**src/sudoku_pkg.sv**
```systemverilog
// ~~~~~~~~~~~~~~~~~~~~~~~~~~~~~~~~~~~~~~~~~~~~~~~~~
// sudoku engine package
// grid geometry, fifo depth, solver states and the
// cell helpers shared by the core and the checker
// ~~~~~~~~~~~~~~~~~~~~~~~~~~~~~~~~~~~~~~~~~~~~~~~~~
package sudoku_pkg;

	// grid geometry
	localparam int CELL_W     = 4;
	localparam int GRID_N     = 9;
	localparam int GRID_CELLS = GRID_N * GRID_N;
	localparam int GRID_W     = GRID_CELLS * CELL_W;

	// row/column counter and flat cell index widths
	localparam int ROW_W = $clog2(GRID_N);
	localparam int IDX_W = $clog2(GRID_CELLS);

	// all nine digits present
	localparam logic [GRID_N-1:0] DIGIT_ALL = '1;

	// puzzles per fifo, any depth of 1 or more works
	localparam int FIFO_DEPTH = 4;
	localparam int FIFO_PW    = (FIFO_DEPTH > 1) ? $clog2(FIFO_DEPTH) : 1;
	localparam int FIFO_CW    = $clog2(FIFO_DEPTH + 1);

	// solver core states
	typedef enum logic [1:0] {
		CORE_IDLE,
		CORE_SCAN,
		CORE_EMIT
	} core_state_t;

	// cell at row r, column c; row 0 col 0 sits at the msb end
	function automatic logic [CELL_W-1:0] get_cell(input logic [GRID_W-1:0] grid,
		input int r, input int c);
		return grid[GRID_W-1 - (r * GRID_N + c) * CELL_W -: CELL_W];
	endfunction

	// one-hot digit mask, bit 0 is digit 1
	// zero and the unused codes 10..15 give an empty mask
	function automatic logic [GRID_N-1:0] cell_mask(input logic [CELL_W-1:0] v);
		logic [GRID_N-1:0] m;
		m = '0;
		if (v >= 1 && v <= GRID_N)
			m[v-1] = 1'b1;
		return m;
	endfunction

endpackage

```
**src/puzzle_fifo.sv**
```systemverilog
// ~~~~~~~~~~~~~~~~~~~~~~~~~~~~~~~~~~~~~~~~~~~~~~~~~
// puzzle fifo
// single clock, show-ahead fifo of whole grids
// head entry always on q, async clear of pointers
// ~~~~~~~~~~~~~~~~~~~~~~~~~~~~~~~~~~~~~~~~~~~~~~~~~
`timescale 1ns/1ps

module puzzle_fifo
	import sudoku_pkg::*;
(
	input  logic              clk,
	input  logic              rst,
	input  logic              wr,
	input  logic              rd,
	input  logic [GRID_W-1:0] data,
	output logic [GRID_W-1:0] q,
	output logic              empty,
	output logic              full
);

	// grid storage
	logic [GRID_W-1:0]  mem [FIFO_DEPTH];
	logic [FIFO_PW-1:0] wr_ptr;
	logic [FIFO_PW-1:0] rd_ptr;
	logic [FIFO_CW-1:0] count;
	logic               do_wr;
	logic               do_rd;

	// write when full and read when empty are dropped
	assign do_wr = wr && !full;
	assign do_rd = rd && !empty;

	assign empty = (count == '0);
	assign full  = (count == FIFO_CW'(FIFO_DEPTH));

	// show-ahead: head is visible without a read strobe
	assign q = mem[rd_ptr];

	always_ff @(posedge clk)
	begin
		if (do_wr)
			mem[wr_ptr] <= data;
	end

	always_ff @(posedge clk or posedge rst)
	begin
		if (rst)
		begin
			wr_ptr <= '0;
			rd_ptr <= '0;
			count  <= '0;
		end
		else
		begin
			// pointers wrap at the depth, which need not be a power of two
			if (do_wr)
				wr_ptr <= (wr_ptr == FIFO_PW'(FIFO_DEPTH - 1)) ? '0 : wr_ptr + 1'b1;
			if (do_rd)
				rd_ptr <= (rd_ptr == FIFO_PW'(FIFO_DEPTH - 1)) ? '0 : rd_ptr + 1'b1;
			// occupancy, a simultaneous push and pop leaves it alone
			if (do_wr && !do_rd)
				count <= count + 1'b1;
			else if (do_rd && !do_wr)
				count <= count - 1'b1;
		end
	end

endmodule

```
**config.mk**
```make
export PLATFORM = sky130hd
export DESIGN_NAME = puzzle_fifo
export DESIGN_NICKNAME = d
export VERILOG_FILES = /design/src/sudoku_pkg.sv /design/src/puzzle_fifo.sv
export SDC_FILE = /design/constraint.sdc
export NUM_CORES = 1
export LEC_CHECK = 0
export BUFFER_PORTS_ARGS = -buffer_cell sky130_fd_sc_hd__buf_2
export CAP_MARGIN = 30
export CORE_MARGIN = 2
export CORE_UTILIZATION = 32
export CTS_CLUSTER_DIAMETER = 60
export DETAILED_ROUTE_END_ITERATION = 6
export GPL_TIMING_DRIVEN = 0
export SYNTH_ARGS = -nofsm -noshare
export SYNTH_HDL_FRONTEND = slang
export SYNTH_SLANG_ARGS = --single-unit
```
**constraint.sdc**
```tcl
create_clock -name clk -period 10.4 [get_ports clk]
set_clock_uncertainty 0.05 [all_clocks]
set_input_delay 0.52 -clock clk [delete_from_list [all_inputs] [get_ports clk]]
set_output_delay 0.52 -clock clk [all_outputs]
set_load 0.05 [all_outputs]
```
==> flow_summary.toml, run 1 <==
[drt]
drc = 0
vias_per_cell = 4.61
routed-wl-met3_um = 10700
topRoutingLayerUsed = "met5"
met1_wire_length_um = 46100
ant_nets = 0
detail_route.first_pass.iterations = 5
first_iter_violations = 1390
routed-wl-met2_um = 53200
postRouteWirelength_um = 113000
post_drt_wl_per_cell_um = 22.9
via_count = 22700

[sta]
finalSetupTns_ps = 0
final.min_clock_period_ps = 3810
timing.final.max_slew_violations = 0
maxClockFrequency_ghz = 0.263
setup_viol_count_final = 0
max-slew-margin-rel_pct = 39.4
worst_slew_pin_slew_ps = 909
unrepaired_setup_endpoints_after_global_routing = "false"
number_of_hold_violations_in_the_final_report = 0
finalCritPeriodShare_pct = 36.6

[power]
pwr_density_cell_nw_per_um2 = 323
total_leakage_power_nw = 20.8
vdd.ir_drop.worst_v = 0.000281
totalPowerFinal_mw = 19.8

[logic_synthesis]
postSynthAreaPerCell_um2 = 27.2
seq_area_frac_synth_pct = 83.0
synthesized_nets = 2065
synth-warning-count = 0
synth.lib_cells_used.distinct = 20
yosys_register_bits = 1303
synthesis.area_um2 = 47100
synthesis.instances = 1730

[critical_path]
ff2ff_path_depth = 7
worstSetupStartpointType = "register"
crit_path_top_delay_cell = "sky130_fd_sc_hd__clkbuf_2"
crit_fanout = 11
worst-endpoint-required_ps = 9830
worst_r2r_startpoint = "count[2]$_DFFE_PP0P_"
path_common_cell = "sky130_fd_sc_hd__buf_2"
setup.reg_to_reg.worst_slack_ps = 7010
timing.critical_path.to_type = "output port"
timing.rr.end = "mem[1][183]$_DFFE_PP_"
worst-endpoint-arrival_ps = 3240
category_of_the_critical_setup_timing_path = "reg2out"
path_cells = "buf_4 -> clkbuf_2 -> buf_2 -> mux4_2 -> buf_2"
slowest_delay_ps = 660

[grt]
global_route.usage.total_pct = 14.9
grt_remaining_overflow = 0
initial_antenna_violation_count = 29
grt_pass1_wl_um = 165000
via_count_of_the_first_global_routing_pass = 24200
grt_max_degree = 56

[floorplan]
floorplan.initialDensity_pct = 32.3
pin_count = 654
die-height_um = 388
dieArea_um2 = 150000
dieWidth_um = 388
rows = 140
core_um2 = 146000

[clocking]
cts_tree = "yes"
clock_tree.buffer_depth = 3
htree_depth = 4
clock-root-buffer = "sky130_fd_sc_hd__clkbuf_16"
clk_pin_slew_worst_paths_ps = 60
clock_sink_count = 1303
clk-insertion-delay-late_ps = 740
cts-buffers-inserted = 142
post_cts.resized_instances = 0
cts_setup_buffers = 0
cts.hold.buffers_added = 325

[place]
dpl_cell_area_um2 = 53500
post-place-cells = 4326
io_buffer_count = 653
place.gp.congestion = 0.723
dp_hpwl_um = 73800

[job]
cap_viol_max_count = 0

[cells_and_area]
ratio_of_cells_with_drive_above_1_in_the_final_layout_pct = 42.6
finish.net_count = 3214
finalNonFillerCells = 4926
layout.core_utilization_pct = 42.0
layout.cells.most_common = "sky130_fd_sc_hd__edfxtp_1"
final_cell_mix = "sky130_fd_sc_hd__edfxtp_1, sky130_fd_sc_hd__buf_2, sky130_fd_sc_hd__dlygate4sd3_1"
post-route-cell-area_um2 = 61300
areaGrowthSynthToFinish_pct = 30.2

[hold_path]
worstHoldPathCells = 3
hp-start = "rd"
worstHoldEndpoint = "rd_ptr[0]$_DFFE_PP0P_"
hold_crit_path_type = "in2reg"

[status]
run_status = "finished clean"
-- worst max-delay path by stage --
stage | slack, ps | from | cells past startpoint | to
6_report | 6590 | rd_ptr[1]$_DFFE_PP0P_ | 5 | q[58]
5_1_grt | 6340 | rd_ptr[1]$_DFFE_PP0P_ | 5 | q[106]
4_1_cts | 6340 | rd_ptr[1]$_DFFE_PP0P_ | 5 | q[105]
3_5_place_dp | 6910 | wr | 7 | mem[1][177]$_DFFE_PP_
3_3_place_gp | -5600 | wr | 4 | mem[1][182]$_DFFE_PP_
2_1_floorplan | 1160 | count[2]$_DFFE_PP0P_ | 4 | mem[0][0]$_DFFE_PP_
-- synthesized netlist by cell type (all sizes together) --
library cell | n | share of area (%)
dfrtp | 7 | 0.37
inv | 4 | 0.032
xor2 | 2 | 0.037
nor3b | 1 | 0.016
buf | 58 | 0.89
nor2b | 1 | 0.013
edfxtp | 1296 | 83
a21o | 1 | 0.016
mux2 | 4 | 0.096
xnor2 | 1 | 0.019
nor2 | 2 | 0.016
fa | 1 | 0.042
and2 | 4 | 0.053
o31ai | 1 | 0.016
ha | 6 | 0.16
clkbuf | 15 | 0.12
mux4 | 324 | 15
nor3 | 2 | 0.021
-- worst max-delay path, delay by kind of cell (launching register included) --
kind	cells	cell delay, ps
flops	1	340
mux	1	420
buf+inv	4	1690
-- layer usage --
metal  GRT usage, %  vias to the layer above
met2           23.5                      833
met3           6.09                      167
li1               -                     9928
met1           18.8                    11700
met5              0                        -
met4           4.03                       20
-- power by group --
part | switching [mW] | internal (mW)
Combinational | 5.57 | 2.27
Sequential | 0.189 | 6.91
Clock | 2.02 | 2.83
-- per-stage QoR --
stage | worst slack [ps] | hold WS, ps
2_1_floorplan | 1160 | 273
3_3_place_gp | -5600 | 415
3_5_place_dp | 6910 | 415
4_1_cts | 6340 | 54.2
5_1_grt | 6340 | 110
6_report | 6590 | 129
-- flip-flops by register name (all words and copies together) (netlist names) --
name	count
wr_ptr	2
mem	1296
rd_ptr	2
count	3
-- layout make-up --
type | instances | area, µm²
Tap cell | 1917 | 2400
Fill cell | 12700 | 84600
Inverter | 4 | 15.0
Timing Repair Buffer | 1005 | 7220
Multi-Input combinational cell | 350 | 7540
Clock inverter | 84 | 807
Antenna cell | 18 | 45.0
Clock buffer | 172 | 3730
Buffer | 73 | 477
Sequential cell | 1303 | 39100
-- cell families (layout without fill, tap and decap cells) --
family,after synthesis,in the layout,synth area share (%)
AND/OR/NAND/NOR,10,10,0.120
AO/OA/AOI/OAI,2,2,0.0319
adder cells (fa/ha/maj),7,7,0.202
other,0,18,0
XOR/XNOR,3,3,0.0558
buffers and inverters,77,1338,1.04
flip-flops,1303,1303,83.0
multiplexers,328,328,15.6
Note: power is estimated with default switching activity, not from simulation.
==> inputs of run 2 (changes only) <==
Settings changed: ABC_AREA set to 1.
Clock period 10.4 ns to 4 ns, I/O delays scaled along.
==> flow_summary.toml, run 2 <==
[power]
pwr_density_cell_nw_per_um2 = 858
totalPowerFinal_mw = 57.0
p_switching_mw = 26.0
pwr-share-seq_pct = 32.2
power.share.combinational_pct = 45.3
internal_mw = 31.0
total_leakage_power_nw = 26.2
vdd.ir_drop.worst_v = 0.000901
clockPowerShare_pct = 22.5
power.share.switching_pct = 45.6

[sta]
worst_hold_slack_ps = 114
unrepaired_setup_endpoints_after_global_routing = "false"
final.setup.worst_slack_ps = 498
maxClockFrequency_ghz = 0.286
timing.final.max_slew_violations = 0
finalCritPeriodShare_pct = 87.6
setup_viol_count_final = 0
max-slew-margin-rel_pct = 38.5
worst_slew_pin_slew_ps = 920
final.min_clock_period_ps = 3500
number_of_hold_violations_in_the_final_report = 0

[hold_path]
hold_crit_path_type = "in2reg"
worstHoldPathCells = 2

[grt]
grt_remaining_overflow = 0
grt_max_degree = 29
global_route.usage.met2_pct = 29.0
global_route.usage.total_pct = 17.8
via_count_of_the_first_global_routing_pass = 33400
grt_pass1_wl_um = 215000
grt_busiest_layer = "met2"
globalRouteMet1Util_pct = 22.3
initial_antenna_violation_count = 29
met3_track_demand_over_resource_in_global_routing_pct = 5.27

[critical_path]
crit_path_top_delay_cell = "sky130_fd_sc_hd__buf_2"
ff2ff_path_depth = 10
crit_fanout = 10
path_common_cell = "sky130_fd_sc_hd__buf_2"
slowest_delay_ps = 510
timing.critical_path.to_type = "output port"
category_of_the_critical_setup_timing_path = "reg2out"
worstSetupStartpointType = "register"
path_cells = "buf_2 -> buf_2 -> buf_2 -> o211ai_1 -> nand2_1 -> buf_2"
worst-endpoint-arrival_ps = 3250
worst-endpoint-required_ps = 3750

[clocking]
cts_setup_buffers = 0
cts_tree = "yes"
clk_pin_slew_worst_paths_ps = 60
htree_depth = 4
clock-root-buffer = "sky130_fd_sc_hd__clkbuf_16"
clk-insertion-delay-late_ps = 780
cts-buffers-inserted = 146
clock_sink_count = 1303
clock_tree.buffer_depth = 3

[place]
pre_cts_slack_ps = 763
place.gp.congestion = 0.787
post-place-cells = 6638
io_buffer_count = 653
dp_hpwl_um = 102000
dpl_cell_area_um2 = 58600

[logic_synthesis]
post-synth-top-count-cell = "sky130_fd_sc_hd__edfxtp_1"
synthesis.area_um2 = 51400
yosys_register_bits = 1303
ys.flop_type = "sky130_fd_sc_hd__edfxtp_1"
synthesized_nets = 4176
synth.lib_cells_used.distinct = 16
postSynthAreaPerCell_um2 = 13.4
synth-edff-count = 1296
synth_top_area_share_pct = 75.7
synth_commonest_cells = "sky130_fd_sc_hd__edfxtp_1, sky130_fd_sc_hd__nand2_1, sky130_fd_sc_hd__inv_1, sky130_fd_sc_hd__o211ai_1, sky130_fd_sc_hd__buf_2"
synth_async_sr_flop_share_pct = 0.537
seq_area_frac_synth_pct = 76.1
synth.largest_area_cell = "sky130_fd_sc_hd__edfxtp_1"
post_synth_main_area_contributors = "sky130_fd_sc_hd__edfxtp_1, sky130_fd_sc_hd__o211ai_1, sky130_fd_sc_hd__nand2_1, sky130_fd_sc_hd__inv_1, sky130_fd_sc_hd__buf_2"
synthesis.instances = 3841
synth-warning-count = 0

[status]
run_status = "finished clean"

[drt]
postRouteWirelength_um = 149000
first_iter_violations = 2278
ant_nets = 0
vias_per_cell = 4.65
detail_route.first_pass.iterations = 5
post_drt_wl_per_cell_um = 20.5
via_count = 33700
drc = 0

[floorplan]
rows = 147
dieArea_um2 = 164000
core_um2 = 160000
dieWidth_um = 405
floorplan.initialDensity_pct = 32.1
die-height_um = 405
pin_count = 654

[cells_and_area]
largest_register_ff_count = 1296
ratio_of_cells_with_drive_above_1_in_the_final_layout_pct = 21.5
area.sequential_um2 = 39100
finish.net_count = 5363
multiInputGateArea_um2 = 8780
finalNonFillerCells = 7241
areaGrowthSynthToFinish_pct = 29.3
final_cell_mix = "sky130_fd_sc_hd__edfxtp_1, sky130_fd_sc_hd__nand2_1, sky130_fd_sc_hd__buf_2"
layout.filler_cells = 14600
max_flop_register = "mem"
biggestRegsByFlops = "mem: 1296 flops, count: 3 flops"
post-route-cell-area_um2 = 66500
layout.cells.most_common = "sky130_fd_sc_hd__edfxtp_1"

[job]
cap_viol_max_count = 0
-- run 2: kinds of logic after synthesis --
kind of cell	Yosys count	synth area share (%)
compound gates	649	9.48
xor+xnor	1	0.0170
fa+ha+maj	7	0.185
buf+inv	880	6.91
flops	1303	76.1
simple gates	1001	7.33
-- run 2: layer usage --
| metal | routed length, µm | vias up |
|---|---|---|
| met1 | 61700 | 16400 |
| met3 | 11400 | 282 |
| li1 | - | 15900 |
| met4 | 5030 | 22 |
| met5 | 138 | - |
| met2 | 70600 | 1053 |
-- run 2: repair_timing --
| action | in CTS | in global routing |
|---|---|---|
| setup endpoints to repair | 0 | 0 |
| gates resized for setup | 0 | 0 |
| hold buffers | 328 | 0 |
| endpoints found under the hold margin | 1354 | 0 |
-- run 2: through the flow --
| step | setup TNS (ps) | utilization (%) |
|---|---|---|
| detailed placement | 0 | 36.6 |
| CTS | 0 | 41.5 |
| global placement | -8091320 | 35.8 |
| global route | 0 | 41.5 |
| finish | 0 | 41.5 |
| floorplan | -2539560 | - |
-- run 2: worst paths after layout --
check / from / to / slack, ps
worst min-delay path: data[10] / mem[0][10]$_DFFE_PP_ / 110
max in group asynchronous: rst / count[1]$_DFFE_PP0P_ / 3210
min in group asynchronous: rst / wr_ptr[0]$_DFFE_PP0P_ / 450
worst max-delay path: rd_ptr[0]$_DFFE_PP0P_ / q[134] / 500
worst max register to register: count[0]$_DFFE_PP0P_ / mem[1][234]$_DFFE_PP_ / 800
worst min register to register: count[2]$_DFFE_PP0P_ / count[2]$_DFFE_PP0P_ / 480
-- run 2: critical path, delay by kind of cell, from the launching register on --
family                 cells  cell delay (ps)
buffers and inverters      4             1740
AOI/OAI and AO/OA          1              140
and+or+nand+nor            1              210
DFF                        1              360
-- run 2: cell type report --
cell class | instances | share of cell area (%)
plain buffers | 215 | 1.59
multi-input cells | 1658 | 13.2
clock inverters | 80 | 1.07
diodes | 16 | 0.0603
inverters | 665 | 3.76
clock buffers | 179 | 5.81
repair buffers | 1039 | 11.7
well taps | 2086 | 3.93
flip-flops and latches | 1303 | 58.8
-- run 2: power by group through the flow --
stage / registers [mW] / logic [mW] / clock network, mW
final: 18.4 / 25.8 / 12.8
after detailed placement: 18.6 / 25.9 / 0
after floorplan: 19.0 / 16.8 / 0
after global routing: 18.5 / 27.5 / 13.6
after global placement: 19.3 / 24.7 / 0
after CTS: 18.4 / 26.2 / 13.1
